$ cat src/hdl/fetch_pkg.sv
package fetch_pkg;

    typedef logic [31:0] addr_t;   // byte address
    typedef logic [31:0] inst_t;   // parcel, compressed ones in bits 15:0

    // direct-mapped icache, one 32-bit parcel per line
    localparam int CACHE_LINES = 16;
    localparam int CACHE_IDX_W = 4;

    typedef logic [CACHE_IDX_W-1:0] cache_idx_t;   // addr[4:1]
    typedef logic [26:0]            cache_tag_t;   // addr[31:5]

    // branch history table
    localparam int BHT_ENTRIES = 32;

    typedef logic [4:0] bht_idx_t;   // addr[5:1]
    typedef logic [1:0] bht_ctr_t;

    localparam bht_ctr_t BHT_CTR_INIT  = 2'd1;   // weakly not taken
    localparam bht_ctr_t BHT_CTR_TAKEN = 2'd2;
    localparam bht_ctr_t BHT_CTR_MAX   = 2'd3;

    typedef enum logic [1:0] {
        idle,
        wait_inst,
        wait_jalr
    } fetch_state_t;

endpackage

$ cat src/hdl/rv_isa_pkg.sv
package rv_isa_pkg;

    typedef logic [6:0] opcode_t;
    typedef logic [1:0] quad_t;     // inst[1:0]
    typedef logic [2:0] funct3_t;   // inst[15:13] for compressed
    typedef logic [2:0] inst_size_t;

    // full-width opcodes
    localparam opcode_t OP_JAL    = 7'b1101111;
    localparam opcode_t OP_JALR   = 7'b1100111;
    localparam opcode_t OP_BRANCH = 7'b1100011;

    // quadrants, anything but 11 is a 16-bit parcel
    localparam quad_t QUAD_C1   = 2'b01;
    localparam quad_t QUAD_FULL = 2'b11;

    // quadrant 1 control transfers
    localparam funct3_t C_FUNCT3_JAL  = 3'b001;   // rv32 only
    localparam funct3_t C_FUNCT3_J    = 3'b101;
    localparam funct3_t C_FUNCT3_BEQZ = 3'b110;
    localparam funct3_t C_FUNCT3_BNEZ = 3'b111;

    localparam inst_size_t INST_SIZE_FULL = 3'd4;
    localparam inst_size_t INST_SIZE_C    = 3'd2;

endpackage
$ cat src/hdl/branch_predictor.sv
`timescale 1ns/1ps

module branch_predictor (
    input  logic             clk_in,
    input  logic             br_reset,
    input  fetch_pkg::inst_t pred_inst,
    input  fetch_pkg::addr_t pred_pc,
    output fetch_pkg::addr_t pred_next_pc,
    input  logic             upd_valid,
    input  fetch_pkg::addr_t upd_pc,
    input  logic             upd_taken
);
    import fetch_pkg::*;
    import rv_isa_pkg::*;

    bht_ctr_t   bht [BHT_ENTRIES];
    bht_idx_t   pred_idx;
    bht_idx_t   upd_idx;
    quad_t      quad;
    opcode_t    opcode;
    funct3_t    c_funct3;
    logic       is_full;
    logic       is_branch;
    logic       is_cbranch;
    logic [12:0] b_imm;
    logic [8:0]  cb_imm;
    addr_t      br_offset;
    inst_size_t size;
    logic       predict_taken;

    assign quad     = pred_inst[1:0];
    assign opcode   = pred_inst[6:0];
    assign c_funct3 = pred_inst[15:13];
    assign is_full  = (quad == QUAD_FULL);

    assign is_branch  = is_full && (opcode == OP_BRANCH);
    assign is_cbranch = (quad == QUAD_C1) &&
                        (c_funct3 == C_FUNCT3_BEQZ || c_funct3 == C_FUNCT3_BNEZ);

    // imm[12|10:5] in 31:25, imm[4:1|11] in 11:7
    assign b_imm  = {pred_inst[31], pred_inst[7], pred_inst[30:25], pred_inst[11:8], 1'b0};
    // offset[8|4:3] in 12:10, offset[7:6|2:1|5] in 6:2
    assign cb_imm = {pred_inst[12], pred_inst[6:5], pred_inst[2], pred_inst[11:10],
                     pred_inst[4:3], 1'b0};

    assign br_offset = is_full ? {{19{b_imm[12]}}, b_imm} : {{23{cb_imm[8]}}, cb_imm};
    assign size      = is_full ? INST_SIZE_FULL : INST_SIZE_C;

    assign pred_idx = pred_pc[5:1];
    assign upd_idx  = upd_pc[5:1];

    assign predict_taken = (is_branch || is_cbranch) && (bht[pred_idx] >= BHT_CTR_TAKEN);
    assign pred_next_pc  = predict_taken ? pred_pc + br_offset : pred_pc + addr_t'(size);

    // saturating 2-bit counters, trained by execute
    always_ff @(posedge clk_in) begin
        if (br_reset) begin
            for (int i = 0; i < BHT_ENTRIES; i++) begin
                bht[i] <= BHT_CTR_INIT;
            end
        end else if (upd_valid) begin
            if (upd_taken && bht[upd_idx] != BHT_CTR_MAX) begin
                bht[upd_idx] <= bht[upd_idx] + 2'd1;
            end else if (!upd_taken && bht[upd_idx] != 2'd0) begin
                bht[upd_idx] <= bht[upd_idx] - 2'd1;
            end
        end
    end

endmodule

$ cat src/hdl/fetch_top.sv
`timescale 1ns/1ps

module fetch_top (
    input  logic             clk_in,
    input  logic             br_reset,
    input  logic             rdy_in,
    input  logic             stall,
    input  logic             redirect_valid,
    input  fetch_pkg::addr_t redirect_pc,
    input  logic             jalr_valid,
    input  fetch_pkg::addr_t jalr_pc,
    output logic             mem_req,
    output fetch_pkg::addr_t mem_addr,
    input  logic             mem_valid,
    input  fetch_pkg::inst_t mem_data,
    input  logic             upd_valid,
    input  fetch_pkg::addr_t upd_pc,
    input  logic             upd_taken,
    output logic             dec_valid,
    output fetch_pkg::inst_t dec_inst,
    output fetch_pkg::addr_t dec_pc,
    output fetch_pkg::addr_t dec_next_pc
);
    import fetch_pkg::*;

    // fetcher <-> cache
    logic  fetch_req;
    addr_t fetch_pc;
    logic  ins_ready;
    inst_t ins_data;
    addr_t ins_pc;

    // fetcher <-> predictor
    inst_t pred_inst;
    addr_t pred_pc;
    addr_t pred_next_pc;

    inst_fetcher u_fetcher (
        .clk_in         (clk_in),
        .br_reset       (br_reset),
        .rdy_in         (rdy_in),
        .stall          (stall),
        .redirect_valid (redirect_valid),
        .redirect_pc    (redirect_pc),
        .jalr_valid     (jalr_valid),
        .jalr_pc        (jalr_pc),
        .fetch_req      (fetch_req),
        .fetch_pc       (fetch_pc),
        .ins_ready      (ins_ready),
        .ins_data       (ins_data),
        .ins_pc         (ins_pc),
        .pred_inst      (pred_inst),
        .pred_pc        (pred_pc),
        .pred_next_pc   (pred_next_pc),
        .dec_valid      (dec_valid),
        .dec_inst       (dec_inst),
        .dec_pc         (dec_pc),
        .dec_next_pc    (dec_next_pc)
    );

    inst_cache u_cache (
        .clk_in    (clk_in),
        .br_reset  (br_reset),
        .rdy_in    (rdy_in),
        .fetch_req (fetch_req),
        .fetch_pc  (fetch_pc),
        .ins_ready (ins_ready),
        .ins_data  (ins_data),
        .ins_pc    (ins_pc),
        .mem_req   (mem_req),
        .mem_addr  (mem_addr),
        .mem_valid (mem_valid),
        .mem_data  (mem_data)
    );

    branch_predictor u_predictor (
        .clk_in       (clk_in),
        .br_reset     (br_reset),
        .pred_inst    (pred_inst),
        .pred_pc      (pred_pc),
        .pred_next_pc (pred_next_pc),
        .upd_valid    (upd_valid),
        .upd_pc       (upd_pc),
        .upd_taken    (upd_taken)
    );

endmodule

$ cat src/hdl/inst_cache.sv
`timescale 1ns/1ps

module inst_cache (
    input  logic             clk_in,
    input  logic             br_reset,
    input  logic             rdy_in,
    input  logic             fetch_req,
    input  fetch_pkg::addr_t fetch_pc,
    output logic             ins_ready,
    output fetch_pkg::inst_t ins_data,
    output fetch_pkg::addr_t ins_pc,
    output logic             mem_req,
    output fetch_pkg::addr_t mem_addr,
    input  logic             mem_valid,
    input  fetch_pkg::inst_t mem_data
);
    import fetch_pkg::*;

    logic [CACHE_LINES-1:0] valid_arr;
    cache_tag_t             tag_arr  [CACHE_LINES];
    inst_t                  data_arr [CACHE_LINES];

    addr_t      req_pc;     // last requested pc, may change during a fill
    logic       replay;     // retry lookup of req_pc after a stale fill
    logic       lookup;
    addr_t      look_pc;
    cache_idx_t look_idx;
    cache_idx_t fill_idx;
    logic       hit;
    logic       fill_done;

    // no lookup while the memory port is busy
    assign lookup    = (fetch_req || replay) && !mem_req;
    assign look_pc   = fetch_req ? fetch_pc : req_pc;
    assign look_idx  = look_pc[4:1];
    assign fill_idx  = mem_addr[4:1];
    assign hit       = valid_arr[look_idx] && (tag_arr[look_idx] == look_pc[31:5]);
    assign fill_done = mem_req && mem_valid;

    always_ff @(posedge clk_in) begin
        if (br_reset) begin
            valid_arr <= '0;
            ins_ready <= 1'b0;
            mem_req   <= 1'b0;
            replay    <= 1'b0;
        end else if (rdy_in) begin
            if (fill_done) begin
                mem_req             <= 1'b0;
                valid_arr[fill_idx] <= 1'b1;
                // fetcher moved on while memory was busy
                if (fetch_req || req_pc != mem_addr) begin
                    ins_ready <= 1'b0;
                    replay    <= 1'b1;
                end else begin
                    ins_ready <= 1'b1;
                    replay    <= 1'b0;
                end
            end else if (lookup) begin
                replay    <= 1'b0;
                ins_ready <= hit;
                mem_req   <= !hit;   // miss, start the read
            end
        end
    end

    always_ff @(posedge clk_in) begin
        if (rdy_in) begin
            if (fetch_req) begin
                req_pc <= fetch_pc;
            end
            if (fill_done) begin
                tag_arr[fill_idx]  <= mem_addr[31:5];
                data_arr[fill_idx] <= mem_data;
                ins_data           <= mem_data;   // answer straight from the bus
                ins_pc             <= mem_addr;
            end else if (lookup) begin
                ins_data <= data_arr[look_idx];
                ins_pc   <= look_pc;
                if (!hit) begin
                    mem_addr <= look_pc;
                end
            end
        end
    end

endmodule

$ cat src/hdl/inst_fetcher.sv
`timescale 1ns/1ps

module inst_fetcher (
    input  logic             clk_in,
    input  logic             br_reset,
    input  logic             rdy_in,
    input  logic             stall,
    input  logic             redirect_valid,
    input  fetch_pkg::addr_t redirect_pc,
    input  logic             jalr_valid,
    input  fetch_pkg::addr_t jalr_pc,
    output logic             fetch_req,
    output fetch_pkg::addr_t fetch_pc,
    input  logic             ins_ready,
    input  fetch_pkg::inst_t ins_data,
    input  fetch_pkg::addr_t ins_pc,
    output fetch_pkg::inst_t pred_inst,
    output fetch_pkg::addr_t pred_pc,
    input  fetch_pkg::addr_t pred_next_pc,
    output logic             dec_valid,
    output fetch_pkg::inst_t dec_inst,
    output fetch_pkg::addr_t dec_pc,
    output fetch_pkg::addr_t dec_next_pc
);
    import fetch_pkg::*;
    import rv_isa_pkg::*;

    fetch_state_t state;
    addr_t        pc;

    quad_t        quad;
    opcode_t      opcode;
    funct3_t      c_funct3;
    logic         is_jal;
    logic         is_cj;
    logic         is_jalr;
    logic [20:0]  j_imm;
    logic [11:0]  cj_imm;
    addr_t        jump_pc;
    addr_t        next_pc;
    addr_t        jalr_target;

    logic         issue_idle;
    logic         issue_jalr;
    logic         accept;

    assign quad     = ins_data[1:0];
    assign opcode   = ins_data[6:0];
    assign c_funct3 = ins_data[15:13];

    assign is_jal  = (quad == QUAD_FULL) && (opcode == OP_JAL);
    assign is_jalr = (quad == QUAD_FULL) && (opcode == OP_JALR);
    assign is_cj   = (quad == QUAD_C1) &&
                     (c_funct3 == C_FUNCT3_J || c_funct3 == C_FUNCT3_JAL);

    // imm[20|10:1|11|19:12]
    assign j_imm  = {ins_data[31], ins_data[19:12], ins_data[20], ins_data[30:21], 1'b0};
    // offset[11|4|9:8|10|6|7|3:1|5] in 12:2
    assign cj_imm = {ins_data[12], ins_data[8], ins_data[10:9], ins_data[6], ins_data[7],
                     ins_data[2], ins_data[11], ins_data[5:3], 1'b0};

    assign jump_pc = is_jal ? pc + {{11{j_imm[20]}}, j_imm}
                            : pc + {{20{cj_imm[11]}}, cj_imm};

    always_comb begin
        if (is_jal || is_cj) begin
            next_pc = jump_pc;
        end else if (is_jalr) begin
            next_pc = pc + addr_t'(INST_SIZE_FULL);   // fall-through, real target from execute
        end else begin
            next_pc = pred_next_pc;
        end
    end

    assign jalr_target = {jalr_pc[31:1], 1'b0};

    // the predictor sees whatever is being accepted
    assign pred_inst = ins_data;
    assign pred_pc   = pc;

    assign issue_idle = (state == idle) && !stall && !redirect_valid;
    // jalr target is taken even under stall, delivery still waits
    assign issue_jalr = (state == wait_jalr) && jalr_valid && !redirect_valid;
    assign accept     = (state == wait_inst) && !stall && ins_ready && (ins_pc == pc) &&
                        !redirect_valid;

    always_ff @(posedge clk_in) begin
        if (br_reset) begin
            state     <= idle;
            pc        <= '0;
            fetch_req <= 1'b0;
            dec_valid <= 1'b0;
        end else if (rdy_in) begin
            fetch_req <= issue_idle || issue_jalr;   // single-cycle pulse
            dec_valid <= accept;
            if (redirect_valid) begin
                state <= idle;
                pc    <= {redirect_pc[31:1], 1'b0};
            end else if (issue_jalr) begin
                state <= wait_inst;
                pc    <= jalr_target;
            end else if (issue_idle) begin
                state <= wait_inst;
            end else if (accept) begin
                if (is_jalr) begin
                    state <= wait_jalr;   // pc held until execute answers
                end else begin
                    state <= idle;
                    pc    <= next_pc;
                end
            end
        end
    end

    always_ff @(posedge clk_in) begin
        if (rdy_in) begin
            if (issue_jalr) begin
                fetch_pc <= jalr_target;
            end else if (issue_idle) begin
                fetch_pc <= pc;
            end
            if (accept) begin
                dec_inst    <= ins_data;
                dec_pc      <= pc;
                dec_next_pc <= next_pc;
            end
        end
    end

endmodule

$ cat config.mk
export PLATFORM = sky130hd
export DESIGN_NAME = fetch_top
export DESIGN_NICKNAME = d
export VERILOG_FILES = /design/src/hdl/fetch_pkg.sv /design/src/hdl/rv_isa_pkg.sv /design/src/hdl/branch_predictor.sv /design/src/hdl/fetch_top.sv /design/src/hdl/inst_cache.sv /design/src/hdl/inst_fetcher.sv
export SDC_FILE = /design/constraint.sdc
export NUM_CORES = 2
export LEC_CHECK = 0
export ABC_CLOCK_PERIOD_IN_PS = 7600
export BUFFER_PORTS_ARGS = -buffer_cell sky130_fd_sc_hd__buf_2
export CAP_MARGIN = 20
export CORE_UTILIZATION = 40
export CTS_CLUSTER_DIAMETER = 40
export DETAILED_ROUTE_END_ITERATION = 12
export PLACE_DENSITY_LB_ADDON = 0.3
export SYNTH_ARGS = -nofsm -noshare
export SYNTH_HDL_FRONTEND = slang
export SYNTH_SLANG_ARGS = --single-unit
$ cat constraint.sdc
create_clock -name clk_in -period 7.6 [get_ports clk_in]
set_input_delay 1.14 -clock clk_in [delete_from_list [all_inputs] [get_ports clk_in]]
set_output_delay 1.14 -clock clk_in [all_outputs]
set_load 0.03 [all_outputs]
-- Word level (Yosys, flattened, before mapping)
Memory sizes are Yosys's and may differ from the RTL's. A register that Yosys moved wholly into a read port is not among the register bits.
Index checks and enable logic that the tools add are counted.
- input port bits: 137
- RAM bits: 1008
- bits in registers: 311
- output and inout port bits: 130
- memories kept: 3
- bitwise gates (word level): 4
- add/sub/neg operators: 7
- multiplexer cells: 55
- reduce and logical (&&, ||, !) cells: 46
- $lt $le $gt $ge: 4
- equal/unequal tests: 17
- memory list (name ; words ; width ; rd ports ; clocked after memory_dff ; write ports ; line ; RTL):
    u_cache.data_arr ; 16 ; 32 ; 1 ; 0 ; 1 ; inst_cache.sv:21 ; inst_t data_arr [CACHE_LINES];
    u_cache.tag_arr ; 16 ; 27 ; 1 ; 0 ; 1 ; inst_cache.sv:20 ; cache_tag_t tag_arr [CACHE_LINES];
    u_predictor.bht ; 32 ; 2 ; 2 ; 1 ; 32 ; branch_predictor.sv:16 ; bht_ctr_t bht [BHT_ENTRIES];
- operators with widths (kind ; number):
    $mux W32 ; 17
    $add A32 B32 Y32 ; 3
    $add A32 B3 Y32 ; 1
    $add A32 B3 Y32 const B ; 1
    $eq A32 B32 Y1 ; 1
    $ne A32 B32 Y1 ; 1
    $eq A27 B27 Y1 ; 1
    $mux W1 ; 25
    $eq A7 B7 Y1 const B ; 3
    $logic_and A1 B1 Y1 ; 20
    $or A16 B16 Y16 ; 1
    $mux W5 ; 3
    $mux W2 ; 7
    $lt A4 B5 Y1 const B ; 2
    $reduce_and A2 Y1 ; 5
    $eq A3 B3 Y1 const B ; 3
    $reduce_and A4 Y1 ; 2
    $logic_or A1 B1 Y1 ; 7
    $ne A3 B3 Y1 const B ; 2
    $reduce_bool A2 Y1 ; 3
    $logic_not A1 Y1 ; 5
    $bmux W1 S4 ; 1
    $demux W1 S4 ; 1
    $eq A2 B1 Y1 const B ; 2
    14 further kinds ; 16

-- Logic depth before layout (Yosys ltp)
- depth in word-level cells: 15
- mapped depth: 20
- gate-level depth less buffers: 18

-- By module
From an unflattened synthesis, not the netlist that was laid out.
- cell total of the unflattened synthesis: 4583
- area, all modules: 59309.4 µm²
- modules (own cells, without submodules) (module ; sequential area each (µm²) ; cells each ; area each (µm²) ; instances):
    inst_cache ; 32571.2 ; 2979 ; 43450.4 ; 1
    inst_fetcher ; 4564.4 ; 1023 ; 10402.5 ; 1
    branch_predictor ; 1921.8 ; 581 ; 5456.5 ; 1

-- Worst setup path after synthesis
OpenSTA, ideal clock, no wires.
- path type: input to register
- start point: input port rdy_in
- end point: register u_fetcher.dec_inst[0] (enable)
- arrival time: 6.029 ns
- setup slack: 1.021 ns
- buffers on the path: 0
- data required time: 7.051 ns
- stages on the path: 5
- setup time: 0.549 ns
- path through: inv_1 > nor4b_1 > nand4_1 > or4_1 > nor2_1
- word-level cells in the longest chain between the ends: 1
- RTL lines (what ; line ; RTL):
    from (decl) ; fetch_top.sv:6 ; input logic rdy_in,
    $reduce_and A2 Y1 (no source line) ; -- ;
    to (signal assigned) ; inst_fetcher.sv:123 ; dec_inst <= ins_data;
    to (decl) ; inst_fetcher.sv:21 ; output fetch_pkg::inst_t dec_inst,
Every way passes these cells.
A chain may end at the register's enable or synchronous reset.

==> qor.yml <==
layout:
  final_cell_mix: "1261 x edfxtp_1, 959 x nand2_1, 390 x nand3_1"
  fin_nets: 4988
  final_cell_area_um2: 66800
  final-instance-count-excl-fill: 6832
  fin_util_pct: 46.6
  synthToLayoutAreaGrowth_pct: 15.6
  drive_above_1_share_pct: 14.9
  layout_commonest_cell: "edfxtp_1"
  fillers: 12600
hold_path:
  worstHoldStart: "u_cache.valid_arr[2]$_SDFFE_PP0P_"
  worstHoldEndpoint: "u_cache.valid_arr[2]$_SDFFE_PP0P_"
  hold_path_depth: 2
  hold_class: "reg -> reg"
clock_network:
  worstSkewPairLatency_ps: 800
  clock-sinks: 1320
  cts_htree_levels: 4
  path_clk_slew_ps: 60
  cts-root-buf: "clkbuf_16"
  cts_tree: "yes"
  cts_resized: 0
  postCtsSetupRepairBufs: 0
  numCtsBuffers: 162
  clk_path_buf_depth: 3
  cts-hold-fix-buffers: 0
power_and_ir_drop:
  p_seq_share_pct: 46.5
  swShare_pct: 24.4
  combPwrFrac_pct: 8.3
  peakVddDrop_uv: 234
  power_density_nw_per_um2: 262
  p_leak_nw: 23.5
  power.internal_w: 0.0132
  clkPwrFrac_pct: 45.2
  p_sw_w: 0.00426
timing:
  clock-skew-final_ps: 41.2
  rsz0062_at_grt: "no"
  tightest_slew_ps: 1150
  timing.fmax_mhz: 163
  min_period_ps: 6150
  report.final.slew_viol_count: 0
  max_slew_margin_pct: 23.3
  hold_viol_final: 0
  fin_setup_tns_ps: 0
  setup_viol: 0
  min_period_over_period_pct: 81.0
yosys:
  synthXorXnorAreaFrac_pct: 2.71
  synthCells: 4562
  yosysTopAreaCellShare_pct: 65.5
  synth_edf_count: 1261
  synth_top_family_by_area: "simple AND/OR/NAND/NOR gates"
  syn_area_um2: 57800
  synth.area.mux_share_pct: 3.90
  yosys.cell_types.count: 85
  async_reset_ff_share_pct: 0
  synth_adder_area_share_pct: 1.39
  synth.area.top_cells: "edfxtp_1 66%, nand2_1 6.2%, nand3_1 3.4%"
  yosys_register_bits: 1320
  yosys_warnings: 0
  yosysTopAreaCell: "edfxtp_1"
  synth_compound_area_share_pct: 7.61
  post_synth_and_or_nand_nor_area_fraction_pct: 14.3
  yosysSeqAreaShare_pct: 67.6
  synth.avg_cell_area_um2: 12.7
  synthFlopType: "edfxtp_1"
global_route:
  grt-ovfl-total: 0
  grt_use_total_pct: 22.8
  antenna_found_initial: 15
  grt_pass1_vias: 36300
  grt_pass1_wl_mm: 245
  grt_max_degree: 159
floorplan:
  die_area_um2: 146000
  initial_core_util_pct: 40.3
  die_x_um: 382
  core-area_um2: 143000
  die-height_um: 382
  std_cell_rows: 139
  io_pins: 267
drt:
  drcViolationCount: 0
  wl_per_cell_um: 24.8
  antenna_left: 0
  dr.pass1.iters: 8
  drtIter0Drc: 4437
  vias: 38500
  totalWireLength_mm: 170
  vias_per_cell: 5.64
placement:
  dp.cells: 6526
  placed_area_um2: 61200
  gp_congestion: 0.895
  hpwl_mm: 103
  portBuffers: 235
critical_path:
  r2r-end: "u_fetcher.pred_pc[27]$_SDFFE_PP0P_"
  arrival_ps: 6870
  cp_slowest_cell: "dfxtp_1"
  ff2ff_setup_slack_ps: 1450
  critPathKind: "reg -> reg"
  critPathRequiredTime_ps: 8320
  cp-end-kind: "flip-flop"
  path_delay_family: "compound AO/OA/AOI/OAI gates"
  path_buf_inv: 1
  reg2reg_depth: 17
  crit_chain: "mux4_2, mux4_2, and2_1, o2111ai_1, buf_4, nor3_2, ha_1, a21oi_1, o21ai_0, a2111oi_0, a31oi_1, a21boi_0, o22ai_1, nor4b_1, nor2_1, o21ai_0, a32o_1"
  worst-path-max-fanout: 11
  cp-start-kind: "flip-flop"
  critical-path-max-stage-delay_ps: 700
run:
  maxCapViolations: 0
run_status:
  outcome: "complete, no violations"
==> state kept, by name (all words and copies together), names as in the netlist, named ones only <==
name and cells:
u_fetcher.state 2, u_fetcher.dec_next_pc 31, u_predictor.bht 64, u_fetcher.fetch_pc 31, u_fetcher.dec_pc 31, u_cache.data_arr 512, u_cache.ins_pc 32, u_cache.ins_data 32
u_cache.tag_arr 432, u_cache.valid_arr 16, u_cache.ins_ready 1, u_cache.replay 1, u_cache.mem_req 1, u_cache.req_pc 32, u_fetcher.dec_inst 32, u_fetcher.fetch_req 1
u_cache.mem_addr 32, u_fetcher.dec_valid 1, u_fetcher.pred_pc 31
==> routing by layer <==
metal | vias up | track usage (%) | share of wire [%] | wire length [um]
met5 | - | 0 | 0.046 | 78
met4 | 12 | 6.96 | 2.8 | 4800
met3 | 302 | 4.49 | 8.5 | 14400
met2 | 1718 | 35.4 | 45 | 77100
met1 | 19000 | 32.2 | 43 | 73300
li1 | 17500 | - | - | -
==> power groups by stage <==
stage	sequential, W	combinational [W]	clock (W)
final	0.00812	0.00146	0.00790
after global placement	0.00827	0.00143	0
after CTS	0.00812	0.00145	0.00799
after detailed placement	0.00827	0.00144	0
after floorplan	0.00825	0.000909	0
after global routing	0.00813	0.00157	0.00828
==> area by class of cell <==
cell class                      count  area [um^2]  share of cell area (%)
Clock buffer                      191         4320                    6.47
Clock inverter                    112         1250                    1.87
Multi-Input combinational cell   2903        17500                    26.1
Tap cell                         1903         2380                    3.56
Inverter                           65          267                   0.399
Sequential cell                  1320        39000                    58.5
Antenna cell                        2         5.00                 0.00749
Timing Repair Buffer              336         2060                    3.09
==> metrics by stage <==
| step | total power [W] | hold WS (ps) | setup slack, ps |
|---|---|---|---|
| after floorplan | 0.00916 | 426 | 1020 |
| after global placement | 0.00971 | 445 | 1500 |
| after detailed placement | 0.00972 | 458 | 1460 |
| after CTS | 0.0176 | 472 | 1390 |
| after global routing | 0.0180 | 490 | 1060 |
| final | 0.0175 | 468 | 1450 |
==> cells in the mapped netlist, types with 15 or more instances <==
library cell  instances
xor2_1               73
ha_1                 61
a311oi_1            112
mux2i_1              61
mux4_2               57
dfxtp_1              59
buf_1                15
a21o_1               65
nand2b_1             16
nor3_1               39
nor2_1              261
mux2_2               26
xnor2_1             106
nand4_1              36
a31oi_1              44
nor4_1               24
clkbuf_1            174
nand3_1             390
o22ai_1              22
buf_2                68
o21bai_1             42
o21ai_0              90
inv_1                61
or3_1                16
and3_1               67
a21oi_1             115
edfxtp_1           1261
a211oi_1             29
nand2_1             960
==> worst max-delay path by stage <==
| stage | from | to | slack [ps] | depth (start not counted) |
|---|---|---|---|---|
| after detailed placement | flip-flop | u_fetcher.pred_pc[27]$_SDFFE_PP0P_ | 1460 | 17 |
| final | flip-flop | u_fetcher.pred_pc[27]$_SDFFE_PP0P_ | 1450 | 17 |
| after global routing | flip-flop | u_fetcher.pred_pc[27]$_SDFFE_PP0P_ | 1060 | 17 |
| after CTS | flip-flop | u_fetcher.pred_pc[27]$_SDFFE_PP0P_ | 1390 | 17 |
| after global placement | flip-flop | u_fetcher.pred_pc[27]$_SDFFE_PP0P_ | 1500 | 18 |
| after floorplan | rdy_in | u_fetcher.dec_inst[0]$_DFFE_PP_ | 1020 | 5 |
==> kinds of logic after synthesis <==
logic type,Yosys count
other,1
AOI/OAI and AO/OA,633
xor gates and xnor gates,179
and+or+nand+nor,1879
muxes,147
DFF,1320
adders and majority gates,63
buffers and inverters,340
==> worst register-to-register path: stages, from the launching register on <==
cell       delay [ps]
dfxtp_1           700
mux4_2            610
mux4_2            510
and2_1            180
o2111ai_1         200
buf_4             260
nor3_2            120
ha_1              370
a21oi_1           350
o21ai_0           160
a2111oi_0         640
a31oi_1           260
a21boi_0          490
o22ai_1           140
nor4b_1           640
nor2_1            100
o21ai_0           130
a32o_1            190
Power figures use the tool's default switching activity.
